$ cat src/rtl/motion_pkg.sv
// Motion core types
`default_nettype none

package motion_pkg;

  // Host word and datapath widths
  localparam int WORD_BITS     = 64;
  localparam int DDA_BITS      = 32;
  localparam int DURATION_BITS = 32;
  localparam int POSITION_BITS = 32;

  typedef logic [WORD_BITS-1:0] host_word_t;

  // Signed DDA increment or accumulator
  typedef logic signed [DDA_BITS-1:0] dda_word_t;

  // Move length counted in DDA ticks
  typedef logic [DURATION_BITS-1:0] duration_t;

  // Signed step count of one axis
  typedef logic signed [POSITION_BITS-1:0] position_t;

  typedef logic [7:0] divisor_t;

  typedef enum logic [1:0] {
    seq_idle,
    seq_load,
    seq_run
  } seq_state_t;

endpackage

`default_nettype wire

$ cat src/rtl/command_pkg.sv
// Host command encodings
`default_nettype none

package command_pkg;

  // Top byte of the first word of a command
  typedef logic [7:0] header_t;

  typedef enum logic [7:0] {
    cmd_coordinated_step = 8'h01,
    cmd_motor_enable     = 8'h0a,
    cmd_clk_divisor      = 8'h20,
    cmd_channel_info     = 8'hfd,
    cmd_api_version      = 8'hfe
  } command_t;

  // Reported by the API version command
  // Devel, major, minor, patch from top byte down
  localparam logic [31:0] API_VERSION = 32'h0001_0000;

endpackage

`default_nettype wire

$ cat src/rtl/tick_divider.sv
// DDA tick divider
`default_nettype none
`timescale 1ns/1ps

module tick_divider import motion_pkg::*; (
  input  wire      CLK,
  input  wire      resetn,
  input  divisor_t divisor,
  output logic     tick
);

  divisor_t count;

  // Period is divisor+1 clocks, new divisor picked up on reload
  always_ff @(posedge CLK) begin
    if (resetn) begin
      count <= '0;
      tick  <= 1'b0;
    end else if (count == '0) begin
      count <= divisor;
      tick  <= 1'b1;
    end else begin
      count <= count - 1'b1;
      tick  <= 1'b0;
    end
  end

endmodule

`default_nettype wire

$ cat src/rtl/dda_axis.sv
// DDA step generator for one axis
`default_nettype none
`timescale 1ns/1ps

module dda_axis import motion_pkg::*; (
  input  wire       CLK,
  input  wire       resetn,
  input  wire       tick,
  input  wire       load_move,
  input  wire       executing,
  input  dda_word_t increment,
  input  dda_word_t increment_step,
  input  wire       dir,
  output logic      step,
  output position_t position
);

  logic [DDA_BITS-1:0] accumulator;
  dda_word_t           rate;
  logic [DDA_BITS:0]   sum;

  // Carry out of the unsigned add is the step request
  assign sum = {1'b0, accumulator} + {1'b0, rate};

  always_ff @(posedge CLK) begin
    if (resetn) begin
      accumulator <= '0;
      step        <= 1'b0;
      position    <= '0;
    end else begin
      step <= 1'b0;
      if (load_move) begin
        accumulator <= '0;
      end else if (executing && tick) begin
        accumulator <= sum[DDA_BITS-1:0];
        if (sum[DDA_BITS]) begin
          step     <= 1'b1;
          position <= dir ? position + position_t'(1) : position - position_t'(1);
        end
      end
    end
  end

  // Rate ramps by the increment step on every counted tick
  always_ff @(posedge CLK) begin
    if (load_move) begin
      rate <= increment;
    end else if (executing && tick) begin
      rate <= rate + increment_step;
    end
  end

endmodule

`default_nettype wire

$ cat src/rtl/move_sequencer.sv
// Move buffer sequencer
`default_nettype none
`timescale 1ns/1ps

module move_sequencer import motion_pkg::*; #(
  parameter int BUFFER_SIZE = 2,
  localparam int INDEX_BITS = $clog2(BUFFER_SIZE)
) (
  input  wire                    CLK,
  input  wire                    resetn,
  input  wire                    tick,
  input  wire  [BUFFER_SIZE-1:0] slot_ready,
  input  duration_t              move_duration,
  output logic [INDEX_BITS-1:0]  read_index,
  output logic                   load_move,
  output logic                   executing,
  output logic                   move_done,
  output logic                   buffer_dtr
);

  seq_state_t             state;
  duration_t              remaining;
  logic [BUFFER_SIZE-1:0] slot_done;
  logic [BUFFER_SIZE-1:0] ready_q;
  logic [INDEX_BITS-1:0]  write_index;
  logic                   slot_pending;

  // A slot holds a move while its ready and done toggles differ
  assign slot_pending = slot_ready[read_index] != slot_done[read_index];

  assign load_move = (state == seq_load);
  assign executing = (state == seq_run) && (remaining != '0);
  assign move_done = (state == seq_run) && (remaining == '0);

  // Delayed ready copy keeps the free flag aligned with the write index
  assign buffer_dtr = ready_q[write_index] == slot_done[write_index];

  always_ff @(posedge CLK) begin
    if (resetn) begin
      state       <= seq_idle;
      remaining   <= '0;
      slot_done   <= '0;
      ready_q     <= '0;
      read_index  <= '0;
      write_index <= '0;
    end else begin
      ready_q <= slot_ready;

      // Follow the decoder's write index from its ready toggles
      if (ready_q[write_index] != slot_ready[write_index]) begin
        write_index <= write_index + 1'b1;
      end

      case (state)
        seq_idle: begin
          if (slot_pending) begin
            state <= seq_load;
          end
        end
        seq_load: begin
          remaining <= move_duration;
          state     <= seq_run;
        end
        seq_run: begin
          if (remaining == '0) begin
            slot_done[read_index] <= ~slot_done[read_index];
            read_index            <= read_index + 1'b1;
            state                 <= seq_idle;
          end else if (tick) begin
            remaining <= remaining - 1'b1;
          end
        end
        default: state <= seq_idle;
      endcase
    end
  end

endmodule

`default_nettype wire

$ cat src/rtl/command_decoder.sv
// Host command decoder and move buffer
`default_nettype none
`timescale 1ns/1ps

module command_decoder import motion_pkg::*; import command_pkg::*; #(
  parameter int NUM_MOTORS      = 2,
  parameter int BUFFER_SIZE     = 2,
  parameter int DEFAULT_DIVISOR = 4,
  localparam int INDEX_BITS     = $clog2(BUFFER_SIZE)
) (
  input  wire                        CLK,
  input  wire                        resetn,
  input  host_word_t                 word_data,
  input  wire                        word_received,
  input  wire [INDEX_BITS-1:0]       read_index,
  input  position_t [NUM_MOTORS-1:0] positions,
  output host_word_t                 word_send_data,
  output logic [NUM_MOTORS-1:0]      enable,
  output divisor_t                   divisor,
  output logic [BUFFER_SIZE-1:0]     slot_ready,
  output duration_t                  move_duration,
  output logic [NUM_MOTORS-1:0]      move_dir,
  output dda_word_t [NUM_MOTORS-1:0] increments,
  output dda_word_t [NUM_MOTORS-1:0] increment_steps
);

  // Header, duration, then increment and increment step per motor
  localparam logic [7:0] LAST_WORD = 8'(2 * NUM_MOTORS + 1);

  logic                  word_received_q;
  logic                  word_taken;
  header_t               word_header;
  header_t               message_header;
  logic [7:0]            word_count;
  logic                  awaiting_more;
  logic [INDEX_BITS-1:0] write_index;
  host_word_t            reply;

  // Move buffer slots
  logic [NUM_MOTORS-1:0]      slot_dir [BUFFER_SIZE];
  duration_t                  slot_duration [BUFFER_SIZE];
  dda_word_t [NUM_MOTORS-1:0] slot_increment [BUFFER_SIZE];
  dda_word_t [NUM_MOTORS-1:0] slot_increment_step [BUFFER_SIZE];

  // Positions captured on the coordinated step header
  position_t [NUM_MOTORS-1:0] snapshot;

  assign word_taken    = word_received && !word_received_q;
  assign word_header   = word_data[WORD_BITS-1 -: 8];
  assign awaiting_more = (message_header == cmd_coordinated_step) ||
                         (message_header == cmd_api_version);

  // Slot selected by the sequencer
  assign move_duration   = slot_duration[read_index];
  assign move_dir        = slot_dir[read_index];
  assign increments      = slot_increment[read_index];
  assign increment_steps = slot_increment_step[read_index];

  always_comb begin
    reply = '0;
    if (!awaiting_more) begin
      case (word_header)
        cmd_api_version: reply[31:0] = API_VERSION;
        cmd_channel_info: begin
          reply[7:0]  = 8'(NUM_MOTORS);
          reply[15:8] = 8'(POSITION_BITS);
        end
        default: ;
      endcase
    end else if (message_header == cmd_coordinated_step) begin
      // Duration word returns motor 0, each increment step word the next motor
      for (int m = 0; m < NUM_MOTORS; m++) begin
        if (word_count == 8'(2 * m + 1)) begin
          reply[POSITION_BITS-1:0] = snapshot[m];
        end
      end
    end
  end

  always_ff @(posedge CLK) begin
    if (resetn) begin
      word_received_q <= 1'b0;
      word_send_data  <= '0;
      message_header  <= '0;
      word_count      <= '0;
      write_index     <= '0;
      slot_ready      <= '0;
      enable          <= '0;
      divisor         <= divisor_t'(DEFAULT_DIVISOR);
      for (int s = 0; s < BUFFER_SIZE; s++) begin
        slot_dir[s] <= '0;
      end
    end else begin
      word_received_q <= word_received;
      if (word_taken) begin
        word_send_data <= reply;
        if (!awaiting_more) begin
          message_header <= word_header;
          word_count     <= 8'd1;
          case (word_header)
            cmd_coordinated_step: slot_dir[write_index] <= word_data[NUM_MOTORS-1:0];
            cmd_motor_enable:     enable <= word_data[NUM_MOTORS-1:0];
            cmd_clk_divisor:      divisor <= word_data[7:0];
            default: ;
          endcase
        end else if (message_header != cmd_coordinated_step) begin
          // Trailing word of a two word command
          message_header <= '0;
          word_count     <= '0;
        end else if (word_count == LAST_WORD) begin
          slot_ready[write_index] <= ~slot_ready[write_index];
          write_index             <= write_index + 1'b1;
          message_header          <= '0;
          word_count              <= '0;
        end else begin
          word_count <= word_count + 8'd1;
        end
      end
    end
  end

  // Move parameters and position snapshot
  always_ff @(posedge CLK) begin
    if (word_taken) begin
      if (!awaiting_more && word_header == cmd_coordinated_step) begin
        snapshot <= positions;
      end
      if (message_header == cmd_coordinated_step) begin
        if (word_count == 8'd1) begin
          slot_duration[write_index] <= word_data[DURATION_BITS-1:0];
        end
        for (int m = 0; m < NUM_MOTORS; m++) begin
          if (word_count == 8'(2 * m + 2)) begin
            slot_increment[write_index][m] <= word_data[DDA_BITS-1:0];
          end
          if (word_count == 8'(2 * m + 3)) begin
            slot_increment_step[write_index][m] <= word_data[DDA_BITS-1:0];
          end
        end
      end
    end
  end

endmodule

`default_nettype wire

$ cat src/rtl/motion_controller.sv
// Motion controller top
`default_nettype none
`timescale 1ns/1ps

module motion_controller import motion_pkg::*; #(
  parameter int NUM_MOTORS      = 2,
  parameter int BUFFER_SIZE     = 2,
  parameter int DEFAULT_DIVISOR = 4
) (
  input  wire                   CLK,
  input  wire                   resetn,
  input  host_word_t            word_data,
  input  wire                   word_received,
  output host_word_t            word_send_data,
  output wire  [NUM_MOTORS-1:0] step,
  output wire  [NUM_MOTORS-1:0] dir,
  output logic [NUM_MOTORS-1:0] enable,
  output logic                  buffer_dtr,
  output logic                  move_done
);

  localparam int INDEX_BITS = $clog2(BUFFER_SIZE);

  divisor_t                   divisor;
  logic                       tick;
  logic [BUFFER_SIZE-1:0]     slot_ready;
  logic [INDEX_BITS-1:0]      read_index;
  duration_t                  move_duration;
  dda_word_t [NUM_MOTORS-1:0] increments;
  dda_word_t [NUM_MOTORS-1:0] increment_steps;
  logic                       load_move;
  logic                       executing;
  wire position_t [NUM_MOTORS-1:0] positions;

  command_decoder #(
    .NUM_MOTORS      (NUM_MOTORS),
    .BUFFER_SIZE     (BUFFER_SIZE),
    .DEFAULT_DIVISOR (DEFAULT_DIVISOR)
  ) u_decoder (
    .CLK, .resetn, .word_data, .word_received, .read_index, .positions,
    .word_send_data, .enable, .divisor, .slot_ready, .move_duration,
    .move_dir (dir),
    .increments, .increment_steps
  );

  tick_divider u_divider (
    .CLK, .resetn, .divisor, .tick
  );

  move_sequencer #(
    .BUFFER_SIZE (BUFFER_SIZE)
  ) u_sequencer (
    .CLK, .resetn, .tick, .slot_ready, .move_duration,
    .read_index, .load_move, .executing, .move_done, .buffer_dtr
  );

  // One DDA step generator per motor
  for (genvar m = 0; m < NUM_MOTORS; m++) begin : g_axis
    dda_axis u_axis (
      .CLK, .resetn, .tick, .load_move, .executing,
      .increment      (increments[m]),
      .increment_step (increment_steps[m]),
      .dir            (dir[m]),
      .step           (step[m]),
      .position       (positions[m])
    );
  end

endmodule

`default_nettype wire

$ cat config.mk
export PLATFORM = sky130hd
export DESIGN_NAME = motion_controller
export DESIGN_NICKNAME = d
export VERILOG_FILES = /design/src/rtl/motion_pkg.sv /design/src/rtl/command_pkg.sv /design/src/rtl/tick_divider.sv /design/src/rtl/dda_axis.sv /design/src/rtl/move_sequencer.sv /design/src/rtl/command_decoder.sv /design/src/rtl/motion_controller.sv
export SDC_FILE = /design/constraint.sdc
export NUM_CORES = 1
export LEC_CHECK = 0
export ABC_CLOCK_PERIOD_IN_PS = 6050
export BUFFER_PORTS_ARGS = -buffer_cell sky130_fd_sc_hd__buf_2
export CORE_MARGIN = 5
export CORE_UTILIZATION = 38
export CTS_BUF_LIST = sky130_fd_sc_hd__clkbuf_16
export CTS_CLUSTER_SIZE = 12
export DETAILED_ROUTE_END_ITERATION = 7
export GPL_ROUTABILITY_DRIVEN = 0
export PLACE_DENSITY = 0.59
export SYNTH_ARGS = -nofsm -noshare
export SYNTH_HDL_FRONTEND = slang
export SYNTH_SLANG_ARGS = --single-unit
export TNS_END_PERCENT = 50
$ cat constraint.sdc
create_clock -name CLK -period 6.05 [get_ports CLK]
set_clock_uncertainty 0.2 [all_clocks]
set_input_delay 1.815 -clock CLK [delete_from_list [all_inputs] [get_ports CLK]]
set_output_delay 1.815 -clock CLK [all_outputs]
set_load 0.05 [all_outputs]
=== Word-level counts from Yosys, hierarchy flattened ===
Memories as Yosys holds them, arrays and structs flattened. A register that Yosys moved wholly into a read port is not among the register bits.
Cells that the tools add are included.

* $add $sub $neg: 14
* Multiply operators: 0
* Div/mod/pow operators: 0
* Magnitude comparators: 5
* Eq/ne operators: 23
* Shift operators: 0
* Mux-type cells: 84
* Bitwise logic cells: 6
* Reduce and logical (&&, ||, !) cells: 29

{| class="wikitable"
|+ Operator list
! cell !! number
|-
| $mux W32 || 12
|-
| $add A32 B32 Y33 || 2
|-
| $add A32 B2 Y32 const B || 2
|-
| $add A32 B32 Y32 || 2
|-
| $pmux W32 S2 || 1
|-
| $sub A32 B2 Y32 const B || 2
|-
| $mux W8 || 7
|-
| $mux W1 || 55
|-
| $logic_not A32 Y1 || 1
|-
| $reduce_bool A32 Y1 || 1
|-
| $sub A32 B1 Y32 const B || 1
|-
| $eq A8 B1 Y1 const B || 3
|-
| $eq A8 B8 Y1 const B || 3
|-
| $eq A8 B2 Y1 const B || 2
|-
| $eq A8 B3 Y1 const B || 2
|-
| $reduce_and A3 Y1 || 5
|-
| $mux W14 || 1
|-
| $add A8 B1 Y8 const B || 1
|-
| $eq A8 B4 Y1 const B || 1
|-
| $eq A8 B6 Y1 const B || 1
|-
| $logic_not A8 Y1 || 1
|-
| $ne A8 B1 Y1 const B || 1
|-
| $reduce_and A2 Y1 || 4
|-
| $sub A8 B1 Y8 const B || 1
|-
| other kinds (23) || 49
|}

* Register bits: 369
* Latch bits: 0
* RAM bits: 324
* Bits in read-only memories: 0
* Input port bits: 67
* Output and inout port bits: 72
* Word-level logic and storage cells: 191
* Memories kept: 4

{| class="wikitable"
|+ Memories
! name !! depth !! bits a word !! rd ports !! clocked after memory_dff !! wr ports !! line !! RTL
|-
| u_decoder.slot_increment || 2 || 64 || 1 || 1 || 1 || command_decoder.sv:42 || <nowiki>dda_word_t [NUM_MOTORS-1:0] slot_increment [BUFFER_SIZE];</nowiki>
|-
| u_decoder.slot_increment_step || 2 || 64 || 1 || 1 || 1 || command_decoder.sv:43 || <nowiki>dda_word_t [NUM_MOTORS-1:0] slot_increment_step [BUFFER_SIZE];</nowiki>
|-
| u_decoder.slot_duration || 2 || 32 || 1 || 1 || 1 || command_decoder.sv:41 || <nowiki>duration_t slot_duration [BUFFER_SIZE];</nowiki>
|-
| u_decoder.slot_dir || 2 || 2 || 1 || 1 || 2 || command_decoder.sv:40 || <nowiki>logic [NUM_MOTORS-1:0] slot_dir [BUFFER_SIZE];</nowiki>
|}

=== Longest topological paths before layout ===
* Word-level depth: 8
* Depth in mapped cells: 16
* Depth with buffers taken out: 13

=== Hierarchy ===
A second synthesis with hierarchy kept.

* Cell total of the unflattened synthesis: 3,344
* Area total of the unflattened synthesis: 36,622.6 um^2

{| class="wikitable"
|+ Modules (own cells, without submodules)
! module !! times used !! cells an instance !! area each (um^2) !! sequential area each (um^2)
|-
| command_decoder || 1 || 922 || 16,812.4 || 12,892.4
|-
| dda_axis at g_axis[1].u_axis || 1 || 1,021 || 8,351.8 || 2,262.2
|-
| dda_axis at g_axis[0].u_axis || 1 || 986 || 8,181.6 || 2,262.2
|-
| move_sequencer || 1 || 359 || 2,766.4 || 800.8
|-
| tick_divider || 1 || 56 || 510.5 || 180.2
|}

=== Worst setup path after synthesis ===
Ideal clock, no wire load.

* Path kind: input -> register
* Start: input port word_data[62]
* End: register u_decoder.snapshot[0] (netlist bit) (enable)
* Setup time: 486 ps
* Data arrival time: 5,101 ps
* Data required time: 5,364 ps
* Slack: 262 ps
* Stages: 5
* Path buffers: 0
* Cell sequence: nor4_1 -> nand2_1 -> nor2_1 -> nand2_1 -> nor2_1

* Word-level cells in the longest chain between the ends: 3

{| class="wikitable"
|+ RTL lines
! item !! line !! RTL
|-
| from (decl) || motion_controller.sv:12 || <nowiki>input host_word_t word_data,</nowiki>
|-
| $eq A8 B1 Y1 || command_decoder.sv:125 || <nowiki>if (!awaiting_more && word_header == cmd_coordinated_step) begin</nowiki>
|-
| $logic_and A1 B1 Y1 || command_decoder.sv:125 ||
|-
| $reduce_and A2 Y1 (no source line) || - ||
|-
| to (signal assigned) || command_decoder.sv:126 || <nowiki>snapshot <= positions;</nowiki>
|-
| to (decl) || command_decoder.sv:46 || <nowiki>position_t [NUM_MOTORS-1:0] snapshot;</nowiki>
|}

Every way passes these cells.
A chain may end at the register's enable or synchronous reset.

=== Final worst setup path ===
* Start: register u_sequencer.remaining[12]
* End: output port move_done

* Word-level cells in the longest chain between the ends: 2

{| class="wikitable"
|+ RTL lines
! item !! line !! RTL
|-
| from (decl) || move_sequencer.sv:22 || <nowiki>duration_t remaining;</nowiki>
|-
| from (signal assigned) || move_sequencer.sv:61 || <nowiki>remaining <= move_duration;</nowiki>
|-
| from (signal assigned) || move_sequencer.sv:70 || <nowiki>remaining <= remaining - 1'b1;</nowiki>
|-
| $logic_not A32 Y1 || move_sequencer.sv:33 || <nowiki>assign move_done = (state == seq_run) && (remaining == '0);</nowiki>
|-
| $logic_and A1 B1 Y1 || move_sequencer.sv:33 ||
|-
| to (decl) || motion_controller.sv:19 || <nowiki>output logic move_done</nowiki>
|}

Every way passes these cells.

==> results.rst <==
.. list-table::
   :header-rows: 1

   * - Metric
     - Value
   * - Hold slack final
     - between 0.2 and 0.25 ns
   * - Reported net switching power
     - 2.264 mW
   * - Register clock-pin slew on the reported worst setup and hold paths
     - 0.06 ns
   * - Cell count after placement
     - 4425
   * - Slowest cell on crit path
     - sky130_fd_sc_hd__or4_4
   * - CP cell instances
     - or4_4 -> or4b_1 -> or4_4 -> nor4_1 -> buf_4 -> buf_2
   * - Highest achievable clock rate
     - 0.1846 GHz
   * - Cts-stage hold buffer count
     - 0
   * - Ratio of cells with drive above 1 in the final layout
     - 10.77%
   * - Cell leakage power
     - 14.97 nW
   * - Largest cells by area after synthesis
     - sky130_fd_sc_hd__edfxtp_1 (39%), sky130_fd_sc_hd__dfxtp_1 (14%), sky130_fd_sc_hd__ha_1 (7.0%)
   * - Peak VDD IR
     - 0.2050 mV
   * - Share of total power in sequential cells
     - 50.0%
   * - Nature of the critical path startpoint
     - flip-flop
   * - Relative slew slack
     - between 20% and 30%
   * - Max stage delay on crit path
     - approximately 0.58 ns
   * - Cell area after synthesis
     - 35140 µm²
   * - Actual slew at the worst max-slew pin
     - 1.152 ns
   * - Relative area change from synthesis to final layout
     - 12.14%
   * - Final setup vio count
     - 0
   * - Number of flops mapped to enable cells by yosys
     - roughly 450
   * - Number of rows in the core area
     - 111
   * - Maxcap violations
     - 0
   * - Post-Layout Inst Area
     - 39400 µm²
   * - Cell variety after synth
     - 87
   * - Initial core utilization
     - 38.33%
   * - Prevailing post-synth register cell
     - sky130_fd_sc_hd__edfxtp_1
   * - Vias
     - 24470
   * - Total core area
     - between 90000 and 100000 µm²
   * - Fin util
     - 42.99%
   * - Master cell of the clock root buffer
     - sky130_fd_sc_hd__clkbuf_16
   * - Hpwl dp
     - 57140 µm
   * - Number of nets still failing antenna checks after routing
     - 0
   * - Post-detailed-routing wire length
     - 85930 µm
   * - Crit Path Max Fanout
     - 7
   * - Vias in the first global route
     - ~24000
   * - First-pass GRT wire length
     - between 100000 and 150000 µm
   * - Unrepaired setup endpoints after global routing
     - no
   * - Warnings, synthesis
     - 0
   * - Power share of the clock group
     - 46.3%
   * - Sinks on Clock Net
     - 694
   * - Final hold violations
     - 0
   * - Vertical extent of the die
     - 314.1 µm
   * - Synth Register Bits
     - 694
   * - Post-route total power
     - around 10 mW
   * - Starting DRT DRC Count
     - 1667
   * - Signal arrival time at the worst endpoint
     - 3.40 ns
   * - Nets
     - 3590
   * - Net Sw Frac
     - between 20% and 30%
   * - Fin crit period
     - 5.416 ns
   * - Outcome
     - complete, no violations
   * - Type of the most critical hold path
     - flip-flop to flip-flop
   * - Placement Setup Slack
     - 1.059 ns
   * - Antenna violations before repair
     - 1
   * - Post-Layout Cell Count
     - 4576
   * - Placement-stage cell area
     - ~37000 µm²
   * - Async S/R FF share, synth
     - 0%
   * - Largest net degree at the start of global routing
     - 85
   * - Largest delay contributor family on the critical path
     - simple AND/OR/NAND/NOR gates
   * - Floorplan die width
     - ~310 µm
   * - Internal cell power
     - between 7 and 8 mW
   * - TritonCTS Buffers
     - 80
   * - Cell repeated most along the worst path
     - sky130_fd_sc_hd__or4_4
   * - Critical Path Sink Type
     - primary output
   * - Biggest area consumer among synthesized cells
     - sky130_fd_sc_hd__edfxtp_1
   * - Number of input and output port buffers inserted
     - 82
   * - Required time of the critical path
     - 4.03 ns
   * - Synthesized area divided by synthesized cell count
     - 10.85 µm²
   * - Pre-Repair DR Iteration Count
     - 5
   * - Total of cells resized after clock tree synthesis
     - 0
   * - Post-route DRC
     - 0
   * - Power per cell area
     - 257.7 nW/µm²
   * - Total Routing Usage GR
     - 16.85%
   * - Final worst-path cycle share
     - 89.52%
   * - Critical path class
     - flip-flop to primary output
   * - Vias per cell
     - between 5 and 6
   * - Max Transition Viols Final
     - 0
   * - Die Area
     - 98650 µm²
   * - Clk Latency, worst-skew pair
     - 0.65 ns
   * - Clock buffer depth
     - 3
   * - Instance count of the mapped netlist
     - 3239
   * - Buffers & Inverters on Critical Path
     - 2
   * - Portion of the post-synthesis area used by sequential elements
     - between 50 and 60%
   * - Number of top-level pins
     - 139
   * - Logic gate share of total power
     - 3.7%
   * - CTS tree
     - built
   * - Number of levels in the clock H-tree
     - 3
   * - Post-route setup slack
     - 0.6338 ns
   * - Setup fix buffers added after clock tree synthesis
     - 0
   * - Detailed-route wire length per cell
     - 18.78 µm
   * - Sum of overflow across all layers after global routing
     - 0
   * - Area fraction of the dominant cell type after synthesis
     - 38.63%
   * - Total Negative Setup Slacks
     - 0 ns
==> logic make-up (layout without fill, tap and decap cells) <==
kind of cell	count (synthesis)	count (layout)	share of synthesized area, %
AO/OA/AOI/OAI	813	813	14.88
XOR/XNOR	169	169	4.213
adder cells (fa/ha/maj)	202	202	7.321
buffers and inverters	223	341	2.977
flip-flops	694	694	52.42
multiplexers	193	193	5.758
other	1	34	0.01067
AND/OR/NAND/NOR	944	944	12.42
==> cells in the mapped netlist (63+ instances only) <==
library cell                 n
sky130_fd_sc_hd__a21o_1     88
sky130_fd_sc_hd__inv_1      63
sky130_fd_sc_hd__mux2_2     72
sky130_fd_sc_hd__nor2_1    286
sky130_fd_sc_hd__clkbuf_1   84
sky130_fd_sc_hd__xnor2_1   116
sky130_fd_sc_hd__dfxtp_1   242
sky130_fd_sc_hd__o21ai_0   133
sky130_fd_sc_hd__nand3_1    67
sky130_fd_sc_hd__mux2i_1   120
sky130_fd_sc_hd__edfxtp_1  452
sky130_fd_sc_hd__ha_1      196
sky130_fd_sc_hd__a21oi_1   294
sky130_fd_sc_hd__nand2_1   303
==> power groups by stage <==
stage | clock, mW | combinational, mW | sequential (mW)
2_1_floorplan | 0 | 0.268 | 5.18
3_3_place_gp | 0 | 0.371 | 5.18
3_5_place_dp | 0 | 0.373 | 5.18
4_1_cts | 4.82 | 0.376 | 5.08
5_1_grt | 5.02 | 0.413 | 5.08
6_report | 4.70 | 0.372 | 5.08
==> worst paths after layout <==
kind / slack (ns) / startpoint / cells past startpoint / to
worst min-delay path: 0.25 / g_axis[0].u_axis.position[31]$_SDFFE_PP0P_ / 0 / u_decoder.snapshot[31]$_DFFE_PN_
worst max-delay path: 0.63 / u_sequencer.remaining[12]$_SDFFE_PP0P_ / 6 / move_done
worst max register to register: 0.94 / flip-flop / 13 / g_axis[0].u_axis.rate[30]$_DFFE_PP_
worst min register to register: 0.25 / g_axis[0].u_axis.position[31]$_SDFFE_PP0P_ / 0 / u_decoder.snapshot[31]$_DFFE_PN_
==> cell type report <==
| class | count | area, µm² |
|---|---|---|
| antenna | 2 | 5.005 |
| inverter | 64 | 242.7 |
| timing repair buffer | 128 | 799.5 |
| tap | 1186 | 1484 |
| clock inverter | 67 | 519.2 |
| multi-input combinational | 2353 | 15880 |
| clock buffer | 82 | 2052 |
| fill | 8664 | 52260 |
| sequential | 694 | 18420 |
==> routing by layer <==
layer / wire length (µm) / share of wire (%) / track usage [%]
met4: 1954 / 2.3 / 4.490
met3: 3760 / 4.4 / 2.488
met5: 0 / 0 / 0
met1: 39180 / 46 / 22.67
met2: 41040 / 48 / 28.62
==> cell usage in the layout (no fill, tap or decap), types with 72 or more instances in the layout <==
cell type / n
sky130_fd_sc_hd__buf_2: 81
sky130_fd_sc_hd__clkbuf_16: 82
sky130_fd_sc_hd__mux2i_1: 119
sky130_fd_sc_hd__o21ai_0: 133
sky130_fd_sc_hd__edfxtp_1: 452
sky130_fd_sc_hd__mux2_2: 72
sky130_fd_sc_hd__a21o_1: 88
sky130_fd_sc_hd__inv_1: 85
sky130_fd_sc_hd__a21oi_1: 294
sky130_fd_sc_hd__dfxtp_1: 241
sky130_fd_sc_hd__ha_1: 196
sky130_fd_sc_hd__xnor2_1: 116
sky130_fd_sc_hd__nor2_1: 280
sky130_fd_sc_hd__nand2_1: 302
==> flip-flops by register name (all words and copies together) (netlist names), 4 cells and up, named ones only <==
name / count
u_decoder.slot_increment: 128
u_decoder.slot_increment_step: 128
g_axis.u_axis.accumulator: 64
g_axis.u_axis.position: 64
g_axis.u_axis.rate: 64
u_decoder.slot_duration: 64
u_decoder.snapshot: 64
u_decoder.word_send_data: 32
u_sequencer.remaining: 32
u_decoder.divisor: 8
u_decoder.message_header: 8
u_decoder.word_count: 8
u_divider.count: 8
u_decoder.slot_dir: 4
Power figures use the tool's default switching activity.
